File: config.mk
export PLATFORM = sky130hd
export DESIGN_NAME = rv_decode_stage
export DESIGN_NICKNAME = d
export VERILOG_FILES = /design/src/logic/rv_decode_pkg.sv /design/src/logic/rv_decode_stage.sv /design/src/logic/rv_decoder.sv /design/src/logic/rv_fetch_wb.sv /design/src/logic/rv_i_decoder.sv /design/src/logic/rv_m_decoder.sv
export SDC_FILE = /design/constraint.sdc
export NUM_CORES = 1
export LEC_CHECK = 0
export BUFFER_PORTS_ARGS = -buffer_cell sky130_fd_sc_hd__buf_2
export CAP_MARGIN = 40
export CORE_MARGIN = 3
export CORE_UTILIZATION = 43
export CTS_CLUSTER_DIAMETER = 80
export DETAILED_ROUTE_END_ITERATION = 8
export GPL_ROUTABILITY_DRIVEN = 0
export PLACE_DENSITY = 0.73
export RECOVER_POWER = 25
export SETUP_SLACK_MARGIN = 0.1
export SLEW_MARGIN = 20
export SYNTH_ARGS = -nofsm -noshare
export SYNTH_HDL_FRONTEND = slang
export SYNTH_SLANG_ARGS = --single-unit
File: constraint.sdc
create_clock -name clk -period 2.7 [get_ports clk]
set_input_delay 0.54 -clock clk [delete_from_list [all_inputs] [get_ports clk]]
set_output_delay 0.54 -clock clk [all_outputs]
set_load 0.02 [all_outputs]
File: src/logic/rv_decode_pkg.sv
package rv_decode_pkg;

  //////////////////////////////
  // basic widths
  //////////////////////////////

  typedef logic [31:0] instr_t;   // one rv32 instruction word
  typedef logic [31:0] addr_t;    // byte address of an instruction
  typedef logic [6:0]  opcode_t;  // major opcode field, instr[6:0]

  localparam addr_t RESET_PC = 32'h0000_0000;  // first fetch after reset

  // major opcodes, rv32 base
  localparam opcode_t OPCODE_LUI      = 7'b0110111;
  localparam opcode_t OPCODE_AUIPC    = 7'b0010111;
  localparam opcode_t OPCODE_JAL      = 7'b1101111;
  localparam opcode_t OPCODE_JALR     = 7'b1100111;
  localparam opcode_t OPCODE_BRANCH   = 7'b1100011;
  localparam opcode_t OPCODE_LOAD     = 7'b0000011;
  localparam opcode_t OPCODE_STORE    = 7'b0100011;
  localparam opcode_t OPCODE_OPIMM    = 7'b0010011;
  localparam opcode_t OPCODE_OP       = 7'b0110011;
  localparam opcode_t OPCODE_MISC_MEM = 7'b0001111;
  localparam opcode_t OPCODE_SYSTEM   = 7'b1110011;

  //////////////////////////////
  // control encodings
  //////////////////////////////

  typedef enum logic [4:0] {
    ALU_ADD, ALU_SUB, ALU_XOR, ALU_OR, ALU_AND,
    ALU_SLL, ALU_SRL, ALU_SRA, ALU_SLT, ALU_SLTU,
    ALU_EQ, ALU_NE, ALU_LT, ALU_GE, ALU_LTU, ALU_GEU  // branch compares
  } alu_op_e;

  // order follows funct3 of the M extension
  typedef enum logic [2:0] {
    MUL_MUL, MUL_MULH, MUL_MULHSU, MUL_MULHU,
    MUL_DIV, MUL_DIVU, MUL_REM, MUL_REMU
  } mul_op_e;

  typedef enum logic [1:0] {
    BRANCH_NONE, BRANCH_JAL, BRANCH_JALR, BRANCH_COND
  } ctrl_transfer_e;

  typedef enum logic [2:0] {
    IMM_NONE, IMM_I, IMM_S, IMM_B, IMM_U, IMM_J
  } imm_sel_e;

  typedef enum logic [1:0] {
    DT_BYTE, DT_HALF, DT_WORD
  } data_type_e;

  // decoded control packet, 28 bits
  typedef struct packed {
    logic           match;          // sub-decoder recognised the word
    logic           illegal_insn;
    logic           alu_en;
    alu_op_e        alu_operator;
    imm_sel_e       imm_b_sel;      // immediate used as operand b
    logic           mult_en;
    mul_op_e        mult_operator;
    logic           rf_we;
    logic [1:0]     rf_re;          // bit 0 rs1, bit 1 rs2
    logic           data_req;
    logic           data_we;
    data_type_e     data_type;
    logic           data_sign_ext;  // loads only
    ctrl_transfer_e ctrl_transfer;
    logic           ecall_insn;
    logic           ebrk_insn;
    logic           fencei_insn;
  } decode_ctrl_t;

  // nothing enabled, nothing matched
  localparam decode_ctrl_t DECODER_CTRL_IDLE = '{
    match:         1'b0,
    illegal_insn:  1'b0,
    alu_en:        1'b0,
    alu_operator:  ALU_ADD,
    imm_b_sel:     IMM_NONE,
    mult_en:       1'b0,
    mult_operator: MUL_MUL,
    rf_we:         1'b0,
    rf_re:         2'b00,
    data_req:      1'b0,
    data_we:       1'b0,
    data_type:     DT_BYTE,
    data_sign_ext: 1'b0,
    ctrl_transfer: BRANCH_NONE,
    ecall_insn:    1'b0,
    ebrk_insn:     1'b0,
    fencei_insn:   1'b0
  };

  //////////////////////////////
  // instruction bus
  //////////////////////////////

  typedef struct packed {
    logic  cyc;
    logic  stb;
    logic  we;   // always low, read only port
    addr_t adr;
  } wb_m2s_t;

  typedef struct packed {
    logic   ack;
    instr_t dat;
  } wb_s2m_t;

  typedef enum logic {
    FS_IDLE,  // waiting for room in IF/ID
    FS_BUS    // read in flight
  } fetch_state_e;

endpackage

File: src/logic/rv_decode_stage.sv
`timescale 1ns/1ps

module rv_decode_stage (
  input  logic                        clk,
  input  logic                        rst_i,
  output rv_decode_pkg::wb_m2s_t      wb_o,        // instruction memory
  input  rv_decode_pkg::wb_s2m_t      wb_i,
  input  logic                        id_ready_i,  // consumer side
  output logic                        id_valid_o,
  output rv_decode_pkg::addr_t        id_pc_o,
  output rv_decode_pkg::decode_ctrl_t id_ctrl_o
);
  import rv_decode_pkg::*;

  instr_t id_instr;    // IF/ID word into the decoder
  logic   hold_empty;  // IF/ID empty

  rv_fetch_wb fetch0 (
    .clk          (clk),
    .rst_i        (rst_i),
    .wb_o         (wb_o),
    .wb_i         (wb_i),
    .id_ready_i   (id_ready_i),
    .id_valid_o   (id_valid_o),
    .id_pc_o      (id_pc_o),
    .instr_o      (id_instr),
    .hold_empty_o (hold_empty)
  );

  rv_decoder decoder0 (
    .instr_i       (id_instr),
    .deassert_we_i (hold_empty),
    .ctrl_o        (id_ctrl_o)
  );

endmodule

File: src/logic/rv_decoder.sv
`timescale 1ns/1ps

module rv_decoder (
  input  rv_decode_pkg::instr_t       instr_i,        // from IF/ID
  input  logic                        deassert_we_i,  // stage empty, kill side effects
  output rv_decode_pkg::decode_ctrl_t ctrl_o
);
  import rv_decode_pkg::*;

  decode_ctrl_t i_ctrl;    // base isa candidate
  decode_ctrl_t m_ctrl;    // mul/div candidate
  decode_ctrl_t ctrl_mux;  // selected before deassert

  rv_i_decoder i_decoder0 (
    .instr_i (instr_i),
    .ctrl_o  (i_ctrl)
  );

  rv_m_decoder m_decoder0 (
    .instr_i (instr_i),
    .ctrl_o  (m_ctrl)
  );

  // extension match wins, base covers the rest incl. illegal
  always_comb begin
    unique case (1'b1)
      m_ctrl.match: ctrl_mux = m_ctrl;
      default:      ctrl_mux = i_ctrl;
    endcase
  end

  // no valid instruction, so nothing may act on the packet
  always_comb begin
    ctrl_o = ctrl_mux;
    if (deassert_we_i) begin
      ctrl_o.alu_en        = 1'b0;
      ctrl_o.mult_en       = 1'b0;
      ctrl_o.rf_we         = 1'b0;
      ctrl_o.data_req      = 1'b0;
      ctrl_o.ctrl_transfer = BRANCH_NONE;
    end
  end

endmodule

File: src/logic/rv_fetch_wb.sv
`timescale 1ns/1ps

module rv_fetch_wb (
  input  logic                   clk,
  input  logic                   rst_i,
  output rv_decode_pkg::wb_m2s_t wb_o,          // instruction bus request
  input  rv_decode_pkg::wb_s2m_t wb_i,          // instruction bus response
  input  logic                   id_ready_i,    // consumer takes the packet
  output logic                   id_valid_o,    // IF/ID holds an instruction
  output rv_decode_pkg::addr_t   id_pc_o,       // pc of the held instruction
  output rv_decode_pkg::instr_t  instr_o,       // held instruction word
  output logic                   hold_empty_o   // IF/ID empty, decoder deasserts
);
  import rv_decode_pkg::*;

  fetch_state_e state_q;
  fetch_state_e state_d;
  addr_t        pc_q;      // address of the next read
  addr_t        id_pc_q;   // address of the word in IF/ID
  instr_t       instr_q;
  logic         valid_q;
  logic         handshake;  // packet leaves this cycle
  logic         can_issue;  // IF/ID free by the next edge
  logic         bus_ack;

  assign handshake = valid_q & id_ready_i;
  assign can_issue = ~valid_q | id_ready_i;
  assign bus_ack   = (state_q == FS_BUS) & wb_i.ack;

  //////////////////////////////
  // fetch fsm
  //////////////////////////////

  always_comb begin
    state_d = state_q;
    case (state_q)
      FS_IDLE: begin
        if (can_issue) begin
          state_d = FS_BUS;  // slot is free, start the read
        end
      end
      FS_BUS: begin
        if (wb_i.ack) begin
          state_d = FS_IDLE;  // word lands in IF/ID, drop cyc/stb
        end
      end
    endcase
  end

  always_ff @(posedge clk) begin
    if (rst_i) begin
      state_q <= FS_IDLE;
      pc_q    <= RESET_PC;
      id_pc_q <= RESET_PC;
      valid_q <= 1'b0;
    end else begin
      state_q <= state_d;
      if (bus_ack) begin
        pc_q    <= pc_q + 32'd4;  // sequential stream only
        id_pc_q <= pc_q;
        valid_q <= 1'b1;
      end else if (handshake) begin
        valid_q <= 1'b0;
      end
    end
  end

  // IF/ID payload
  always_ff @(posedge clk) begin
    if (bus_ack) begin
      instr_q <= wb_i.dat;
    end
  end

  //////////////////////////////
  // outputs
  //////////////////////////////

  assign wb_o.cyc     = (state_q == FS_BUS);
  assign wb_o.stb     = (state_q == FS_BUS);  // single beat, same as cyc
  assign wb_o.we      = 1'b0;
  assign wb_o.adr     = pc_q;  // held until ack
  assign id_valid_o   = valid_q;
  assign id_pc_o      = id_pc_q;
  assign instr_o      = instr_q;
  assign hold_empty_o = ~valid_q;

endmodule

File: src/logic/rv_i_decoder.sv
`timescale 1ns/1ps

module rv_i_decoder (
  input  rv_decode_pkg::instr_t       instr_i,
  output rv_decode_pkg::decode_ctrl_t ctrl_o   // base isa candidate
);
  import rv_decode_pkg::*;

  opcode_t    opcode;
  logic [2:0] funct3;
  logic [6:0] funct7;
  logic       illegal;  // no rv32i encoding matched

  assign opcode = instr_i[6:0];
  assign funct3 = instr_i[14:12];
  assign funct7 = instr_i[31:25];

  // shared by OP and OP-IMM, alt is funct7 bit 5
  function automatic alu_op_e alu_arith(input logic [2:0] f3, input logic alt);
    alu_op_e op;
    case (f3)
      3'b000:  op = alt ? ALU_SUB : ALU_ADD;
      3'b001:  op = ALU_SLL;
      3'b010:  op = ALU_SLT;
      3'b011:  op = ALU_SLTU;
      3'b100:  op = ALU_XOR;
      3'b101:  op = alt ? ALU_SRA : ALU_SRL;
      3'b110:  op = ALU_OR;
      default: op = ALU_AND;
    endcase
    return op;
  endfunction

  //////////////////////////////
  // opcode decode
  //////////////////////////////

  always_comb begin
    ctrl_o  = DECODER_CTRL_IDLE;
    illegal = 1'b0;
    case (opcode)
      OPCODE_LUI, OPCODE_AUIPC: begin  // operand a is zero or pc
        ctrl_o.alu_en    = 1'b1;
        ctrl_o.imm_b_sel = IMM_U;
        ctrl_o.rf_we     = 1'b1;
      end
      OPCODE_JAL: begin
        ctrl_o.alu_en        = 1'b1;  // link address pc + 4
        ctrl_o.imm_b_sel     = IMM_J;
        ctrl_o.rf_we         = 1'b1;
        ctrl_o.ctrl_transfer = BRANCH_JAL;
      end
      OPCODE_JALR: begin
        illegal              = (funct3 != 3'b000);
        ctrl_o.alu_en        = 1'b1;
        ctrl_o.imm_b_sel     = IMM_I;
        ctrl_o.rf_we         = 1'b1;
        ctrl_o.rf_re         = 2'b01;
        ctrl_o.ctrl_transfer = BRANCH_JALR;
      end
      OPCODE_BRANCH: begin
        ctrl_o.alu_en        = 1'b1;
        ctrl_o.imm_b_sel     = IMM_B;
        ctrl_o.rf_re         = 2'b11;
        ctrl_o.ctrl_transfer = BRANCH_COND;
        case (funct3)
          3'b000:  ctrl_o.alu_operator = ALU_EQ;
          3'b001:  ctrl_o.alu_operator = ALU_NE;
          3'b100:  ctrl_o.alu_operator = ALU_LT;
          3'b101:  ctrl_o.alu_operator = ALU_GE;
          3'b110:  ctrl_o.alu_operator = ALU_LTU;
          3'b111:  ctrl_o.alu_operator = ALU_GEU;
          default: illegal = 1'b1;  // 010, 011 unused
        endcase
      end
      OPCODE_LOAD: begin
        illegal              = (funct3 == 3'b011) || (funct3[2:1] == 2'b11);
        ctrl_o.alu_en        = 1'b1;  // address add
        ctrl_o.imm_b_sel     = IMM_I;
        ctrl_o.rf_we         = 1'b1;
        ctrl_o.rf_re         = 2'b01;
        ctrl_o.data_req      = 1'b1;
        ctrl_o.data_type     = data_type_e'(funct3[1:0]);
        ctrl_o.data_sign_ext = ~funct3[2];  // lbu/lhu zero extend
      end
      OPCODE_STORE: begin
        illegal          = funct3[2] || (funct3[1:0] == 2'b11);
        ctrl_o.alu_en    = 1'b1;
        ctrl_o.imm_b_sel = IMM_S;
        ctrl_o.rf_re     = 2'b11;
        ctrl_o.data_req  = 1'b1;
        ctrl_o.data_we   = 1'b1;
        ctrl_o.data_type = data_type_e'(funct3[1:0]);
      end
      OPCODE_OPIMM: begin
        ctrl_o.alu_en       = 1'b1;
        ctrl_o.imm_b_sel    = IMM_I;
        ctrl_o.rf_we        = 1'b1;
        ctrl_o.rf_re        = 2'b01;
        ctrl_o.alu_operator = alu_arith(funct3, funct7[5] & (funct3 == 3'b101));
        // shifts take shamt, upper bits fixed
        if (funct3 == 3'b001) begin
          illegal = (funct7 != 7'h00);
        end else if (funct3 == 3'b101) begin
          illegal = (funct7 != 7'h00) && (funct7 != 7'h20);
        end
      end
      OPCODE_OP: begin
        ctrl_o.alu_en       = 1'b1;
        ctrl_o.rf_we        = 1'b1;
        ctrl_o.rf_re        = 2'b11;
        ctrl_o.alu_operator = alu_arith(funct3, funct7[5]);
        if (funct7 == 7'h20) begin
          illegal = (funct3 != 3'b000) && (funct3 != 3'b101);  // only sub and sra
        end else if (funct7 != 7'h00) begin
          illegal = 1'b1;
        end
      end
      OPCODE_MISC_MEM: begin
        case (funct3)
          3'b000:  ;  // fence, nothing to do in order
          3'b001:  ctrl_o.fencei_insn = 1'b1;
          default: illegal = 1'b1;
        endcase
      end
      OPCODE_SYSTEM: begin
        if (instr_i[31:7] == 25'h0) begin
          ctrl_o.ecall_insn = 1'b1;
        end else if (instr_i[31:7] == {12'h001, 13'h0}) begin
          ctrl_o.ebrk_insn = 1'b1;
        end else begin
          illegal = 1'b1;  // no csr or privileged ops here
        end
      end
      default: illegal = 1'b1;
    endcase

    // unrecognised words carry only the flag
    if (illegal) begin
      ctrl_o              = DECODER_CTRL_IDLE;
      ctrl_o.illegal_insn = 1'b1;
    end else begin
      ctrl_o.match = 1'b1;
    end
  end

endmodule

File: src/logic/rv_m_decoder.sv
`timescale 1ns/1ps

module rv_m_decoder (
  input  rv_decode_pkg::instr_t       instr_i,
  output rv_decode_pkg::decode_ctrl_t ctrl_o   // mul/div candidate
);
  import rv_decode_pkg::*;

  opcode_t    opcode;
  logic [2:0] funct3;
  logic [6:0] funct7;
  logic       is_muldiv;

  assign opcode    = instr_i[6:0];
  assign funct3    = instr_i[14:12];
  assign funct7    = instr_i[31:25];
  assign is_muldiv = (opcode == OPCODE_OP) && (funct7 == 7'h01);

  always_comb begin
    ctrl_o = DECODER_CTRL_IDLE;  // no match, base decoder decides
    if (is_muldiv) begin
      ctrl_o.match         = 1'b1;
      ctrl_o.mult_en       = 1'b1;
      ctrl_o.rf_we         = 1'b1;
      ctrl_o.rf_re         = 2'b11;
      ctrl_o.mult_operator = mul_op_e'(funct3);  // enum follows funct3 order
    end
  end

endmodule

==> results of run 1 <==
worst max path at each step:
stage	from	endpoint	slack (ns)	cells past startpoint
3_5_place_dp	fetch0.instr_o[13]	id_ctrl_o[11]	0.12	8
4_1_cts	fetch0.instr_o[13]	id_ctrl_o[4]	-0.17	7
5_1_grt	fetch0.instr_o[13]	id_ctrl_o[11]	-0.25	8
3_3_place_gp	fetch0.instr_o[13]	id_ctrl_o[4]	0.22	8
2_1_floorplan	fetch0.instr_o[13]	id_ctrl_o[21]	0.06	7
6_report	fetch0.instr_o[13]	id_ctrl_o[4]	-0.15	8
registers in the layout, indices dropped and copies added, names as in the netlist:
name,flops
fetch0.state_q,1
fetch0.pc_q,30
fetch0.instr_o,32
fetch0.id_pc_o,30
fetch0.id_valid_o,1
cell type report:
class                           count  share of cell area
Sequential cell                    94               0.395
Multi-Input combinational cell    350               0.384
Timing Repair Buffer              149               0.148
Tap cell                          133              0.0298
Clock buffer                       11              0.0272
Inverter                           16              0.0114
Clock inverter                      4             0.00516
cell usage after synthesis, types with 8 or more instances:
cell,instances,area (sq um)
nor4_1,14,87.6
a21oi_1,44,220
edfxtp_1,32,961
nand2_1,90,338
nand4_1,8,50.1
xnor2_1,16,140
nor2_1,42,158
buf_4,9,67.6
nand3_1,14,70.1
nor3_1,22,110
clkbuf_1,16,60.1
dfxtp_1,62,1240
inv_1,15,56.3
per-layer routing:
metal | routed length, microns | up-vias
li1 | - | 1953
met3 | 862 | 17
met2 | 5900 | 165
met1 | 4770 | 1882
met4 | 129 | 2
met5 | 11 | -
timing repair:
| action | CTS | global route |
|---|---|---|
| setup buffers | 5 | 1 |
| pin swaps | 2 | 1 |
| endpoints found under the hold margin | 0 | 0 |
| gates cloned | 1 | 2 |
| resized for setup | 16 | 23 |
| setup endpoints to repair | 22 | 26 |
metrics by stage:
stage / util / cells
final: 0.565 / 757
after global routing: 0.565 / 757
after CTS: 0.554 / 754
after detailed placement: 0.525 / 733
after global placement: 0.525 / 733
after floorplan: - / 493
logic make-up after synthesis:
family | after synthesis
AO/OA/AOI/OAI | 78
XOR/XNOR | 23
adder cells (fa/ha/maj) | 7
buffers and inverters | 52
flip-flops | 94
other | 1
AND/OR/NAND/NOR | 233
critical path, stage by stage (launching register included):
cell,delay (ns)
edfxtp_1,0.41
buf_4,0.20
ha_1,0.22
a32o_2,0.25
a22oi_2,0.12
nand4b_1,0.14
buf_6,0.20
nor4_4,0.25
buf_4,0.18
power by group:
part           internal, mW  leakage, nW  switching (mW)
sequential             1.49        0.797          0.0215
combinational        0.0644         1.28           0.121
clock                 0.384       0.0961           0.481
cells in the final DEF, fill, tap and decap left out, types with 6 or more instances in the layout:
cell and count:
inv_1 13, edfxtp_1 32, xor2_1 7, dfxtp_1 62
o21ai_0 6, clkbuf_8 11, nor2_1 42, conb_1 6
buf_2 97, nand3_1 14, nor4_1 11, nor3_1 17
xnor2_1 16, nand2_1 89, nand2b_1 7, a21oi_1 44
nand4_1 8, ha_1 7, clkbuf_1 16, buf_4 32
==> impl_metrics.tcl, run 1 <==
set metrics [dict create \
    relSlewSlack 0.497 \
    finalMaxSlewViolations 0 \
    antenna_left 0 \
    start_util 0.448 \
    setup_slack_ns -0.154 \
    place_area_sq_um 5180 \
    outcome "complete, but fails checks" \
    final_area_sq_um 5580 \
    drive_gt1_frac 0.304 \
    crit_type "reg2out" \
    setup_viol 20 \
    flow.area_growth_from_synthesis_pct 26.1 \
    path_clk_slew_ns 0.08 \
    antennaDiodeCount 0 \
    cp.required_ns 2.16 \
    overflow 0 \
    worstHoldPathType "in2reg" \
    synthArstFlopShare 0 \
    cts_sinks 94 \
    synthAdderAreaFrac 0.0198 \
    fmax_ghz 0.350 \
    drc_errors 0 \
    violations "negative setup slack" \
    cts.path.max_buffers 2 \
    synth_compound_area_frac 0.113 \
    powerDensity_nw_per_um2 460 \
    dieArea_sq_um 11500 \
    cts_buffers 9 \
    row_count 36 \
    whs_ns 0.358 \
    nFillCells 876 \
    synth-edff-count 32 \
    root_buffer "clkbuf_8" \
    synth.distinct_cells 60 \
    netlist_area_sq_um 4420 \
    rrSetupSlack_ns 0.58 \
    r2r-start "fetch0.pc_q[5]" \
    synth_warnings 0 \
    h-tree-depth 3 \
    min_from "wb_i[19]" \
    drt_wl_total_mm 11.7 \
    period_share 1.06 \
    total_power_mw 2.56 \
    yosysSeqAreaShare 0.498 \
    cp_max_fo 20 \
    die_w_microns 107 \
    drtIter0Drc 356 \
    hpwl_mm 8.15 \
    skew_ns 0.0123 \
    synthFlopType "dfxtp_1" \
    timing.rr.end "fetch0.pc_q[24]" \
    final-seq-area_sq_um 2200 \
    pin_count 132 \
    final.setup.tns_ns -2.36 \
    top_usage_layer "met2" \
    cp-end-kind "output port" \
    io_buffer_count 125 \
    syn_area_per_cell_sq_um 9.06 \
    hold_end "fetch0.instr_o[19]" \
    fin_crit_ns 2.85 \
    p_leak_nw 2.18 \
    dp_slack_ns 0.118 \
    worst_pin_slew_ns 0.755 \
    grt_pass1_wl_mm 18.4 \
    drt-pass1-iter-count 4 \
    nets 663 \
    cp.arrival_ns 2.31 \
    wl_per_cell_microns 15.4 \
    grt_max_degree 37 \
    synth-xor-area-share 0.0456 \
    multi_input_area_sq_um 2140 \
    cts_hold_buf 0 \
    holdPathStages 1 \
    hold_viol_final 0 \
    yosys.area_share.simple 0.266 \
    synth-seq-cells 94 \
    antenna_found_initial 1 \
    clock_latency_ns 0.36 \
    muxShareOfSynthArea 0 \
    ir_drop_mv 0.431 \
    grt_util_met2 0.347 \
    start_kind "register" \
    vias 4019 \
    core_area_sq_um 9860 \
    maxCapViolations 0 \
    vias_per_cell 5.31 \
    cts_tree "yes" \
    worst_r2r_path_depth 5 \
    grt_usage 0.199 \
    grt_pass1_vias 3845 \
    use_met3 0.0618 \
    synth_top_family_by_area "simple AND/OR/NAND/NOR gates" \
    synthCells 488 \
    rsz0062_at_grt "yes" \
    dieHeight_microns 107 \
    use_met1 0.238 \
]
Power figures use the tool's default switching activity.
==> run 2, diff against run 1 <==
--- a/config.mk
+++ b/config.mk
@@ -9,13 +9,14 @@
 export CAP_MARGIN = 40
 export CORE_MARGIN = 3
 export CORE_UTILIZATION = 43
+export CTS_BUF_LIST = sky130_fd_sc_hd__clkbuf_4
 export CTS_CLUSTER_DIAMETER = 80
 export DETAILED_ROUTE_END_ITERATION = 8
 export GPL_ROUTABILITY_DRIVEN = 0
 export PLACE_DENSITY = 0.73
 export RECOVER_POWER = 25
 export SETUP_SLACK_MARGIN = 0.1
-export SLEW_MARGIN = 20
+export SLEW_MARGIN = 0
 export SYNTH_ARGS = -nofsm -noshare
 export SYNTH_HDL_FRONTEND = slang
 export SYNTH_SLANG_ARGS = --single-unit
==> run 2 against run 1 <==
Effect of this change:
- the run still ends with negative setup slack left
- via count up 0.55%
- worst hold slack worse by 0.094 ns
- clock power down 25%
- design area about the same
- die area unchanged
- flip-flop and latch count unchanged
- core utilization about the same
- highest routed layer unchanged
==> impl_metrics.tcl, run 2 (synthesis results as in run 1) <==
set metrics [dict create \
    outcome "complete, but fails checks" \
    violations "negative setup slack" \
    cts_buffers 9 \
    final_common_cell "buf_2" \
    crit_type "reg2out" \
    dp_slack_ns 0.118 \
    cts_hold_buf 0 \
    vias 4041 \
    skew_ns 0.0262 \
    period_share 1.09 \
    drt-pass1-iter-count 4 \
    flow.area_growth_from_synthesis_pct 26.0 \
    total_power_mw 2.35 \
    clock_latency_ns 0.46 \
    cp-end-kind "output port" \
    ir_drop_mv 0.278 \
    die_w_microns 107 \
    relSlewSlack 0.487 \
    antenna_left 0 \
    drt_wl_total_mm 11.8 \
    cp.required_ns 2.16 \
    dieHeight_microns 107 \
    top_usage_layer "met2" \
    finalMaxSlewViolations 0 \
    fin_crit_ns 2.94 \
    use_met1 0.237 \
    p_leak_nw 2.22 \
    layout_common_cells "buf_2 (107), nand2_1 (89), dfxtp_1 (62)" \
    drive_gt1_frac 0.327 \
    start_util 0.448 \
    grt_usage 0.199 \
    cp.arrival_ns 2.40 \
    grt_pass1_wl_mm 18.4 \
    root_buffer "clkbuf_4" \
    pin_count 132 \
    drc_errors 0 \
    hold_viol_final 0 \
    start_kind "register" \
    cts.path.max_buffers 2 \
    grt_util_met2 0.345 \
    grt_max_degree 37 \
    maxCapViolations 0 \
    nets 663 \
    drtIter0Drc 294 \
    worstHoldPathType "in2reg" \
    rsz0062_at_grt "yes" \
    worst_pin_slew_ns 0.769 \
    overflow 0 \
    setup_slack_ns -0.244 \
    grt_pass1_vias 3854 \
    path_clk_slew_ns 0.13 \
    dieArea_sq_um 11500 \
    io_buffer_count 125 \
    fmax_ghz 0.340 \
    vias_per_cell 5.33 \
    cp_max_fo 20 \
    h-tree-depth 3 \
    wl_per_cell_microns 15.6 \
    cts_sinks 94 \
    antenna_found_initial 1 \
    row_count 36 \
    core_area_sq_um 9860 \
    setup_viol 20 \
    nFillCells 888 \
    largest_reg_flops 32 \
    hpwl_mm 8.15 \
    powerDensity_nw_per_um2 422 \
    use_met3 0.0642 \
    cts_tree "yes" \
]
[run 2: changes by cell type in the layout (fill, tap and decap cells not counted), moves of 3 or more]
cell	delta
clkbuf_4	+9
buf_6	+3
clkbuf_8	-11
buf_2	+10
clkbuf_1	-14
[run 2: final cells by class]
type / count / area (sq um) / share of cell area
sequential: 94 / 2200 / 0.395
timing repair buffer: 149 / 868 / 0.156
clock buffer: 9 / 67.6 / 0.0121
multi-input combinational: 350 / 2160 / 0.388
antenna: 1 / 2.50 / 0.000449
clock inverter: 6 / 36.3 / 0.00651
inverter: 16 / 66.3 / 0.0119
tap: 133 / 166 / 0.0299
[run 2: metrics by stage]
| step | setup TNS [ns] | hold slack, ns | area [sq um] | utilization | std cells |
|---|---|---|---|---|---|
| 6_report | -3.90 | 0.264 | 5570 | 0.565 | 758 |
| 5_1_grt | -7.21 | 0.201 | 5570 | 0.565 | 757 |
| 4_1_cts | -4.71 | 0.224 | 5430 | 0.550 | 755 |
| 3_5_place_dp | 0 | 0.445 | 5180 | 0.525 | 733 |
| 3_3_place_gp | 0 | 0.441 | 5180 | 0.525 | 733 |
| 2_1_floorplan | 0 | 0.494 | 4440 | - | 493 |
[run 2: routing by layer]
| layer | vias to the layer above | wire length (microns) |
|---|---|---|
| li1 | 1956 | - |
| met1 | 1891 | 4740 |
| met4 | 2 | 182 |
| met5 | - | 11 |
| met3 | 26 | 939 |
| met2 | 166 | 5920 |
[run 2: worst max-delay path, stage by stage (launching register included)]
cell and delay, ns:
edfxtp_1 0.43, or3_1 0.39, a32o_1 0.28, a22oi_2 0.11, nand4b_1 0.14, buf_6 0.20
o31ai_2 0.26, buf_4 0.18
[run 2: final timing paths]
path                        endpoint          startpoint  slack [ns]  cells past startpoint
setup / recovery       id_ctrl_o[11]  fetch0.instr_o[13]       -0.24                      7
hold / removal    fetch0.instr_o[19]            wb_i[19]        0.26                      1
setup reg to reg     fetch0.pc_q[12]      fetch0.state_q        0.55                      7
hold reg to reg    fetch0.id_pc_o[4]   fetch0.id_pc_o[4]        0.46                      2
[run 2: what timing repair did]
item,in CTS,in global routing
gates cloned,1,2
resized for setup,22,32
setup buffers,6,0
setup endpoints to repair,26,27
pin swaps,3,2
[run 2: power breakdown]
group / switching (mW) / internal [mW] / leakage [nW]
logic: 0.123 / 0.0640 / 1.36
clock network: 0.466 / 0.183 / 0.0616
registers: 0.0217 / 1.49 / 0.797
total: 0.611 / 1.74 / 2.22
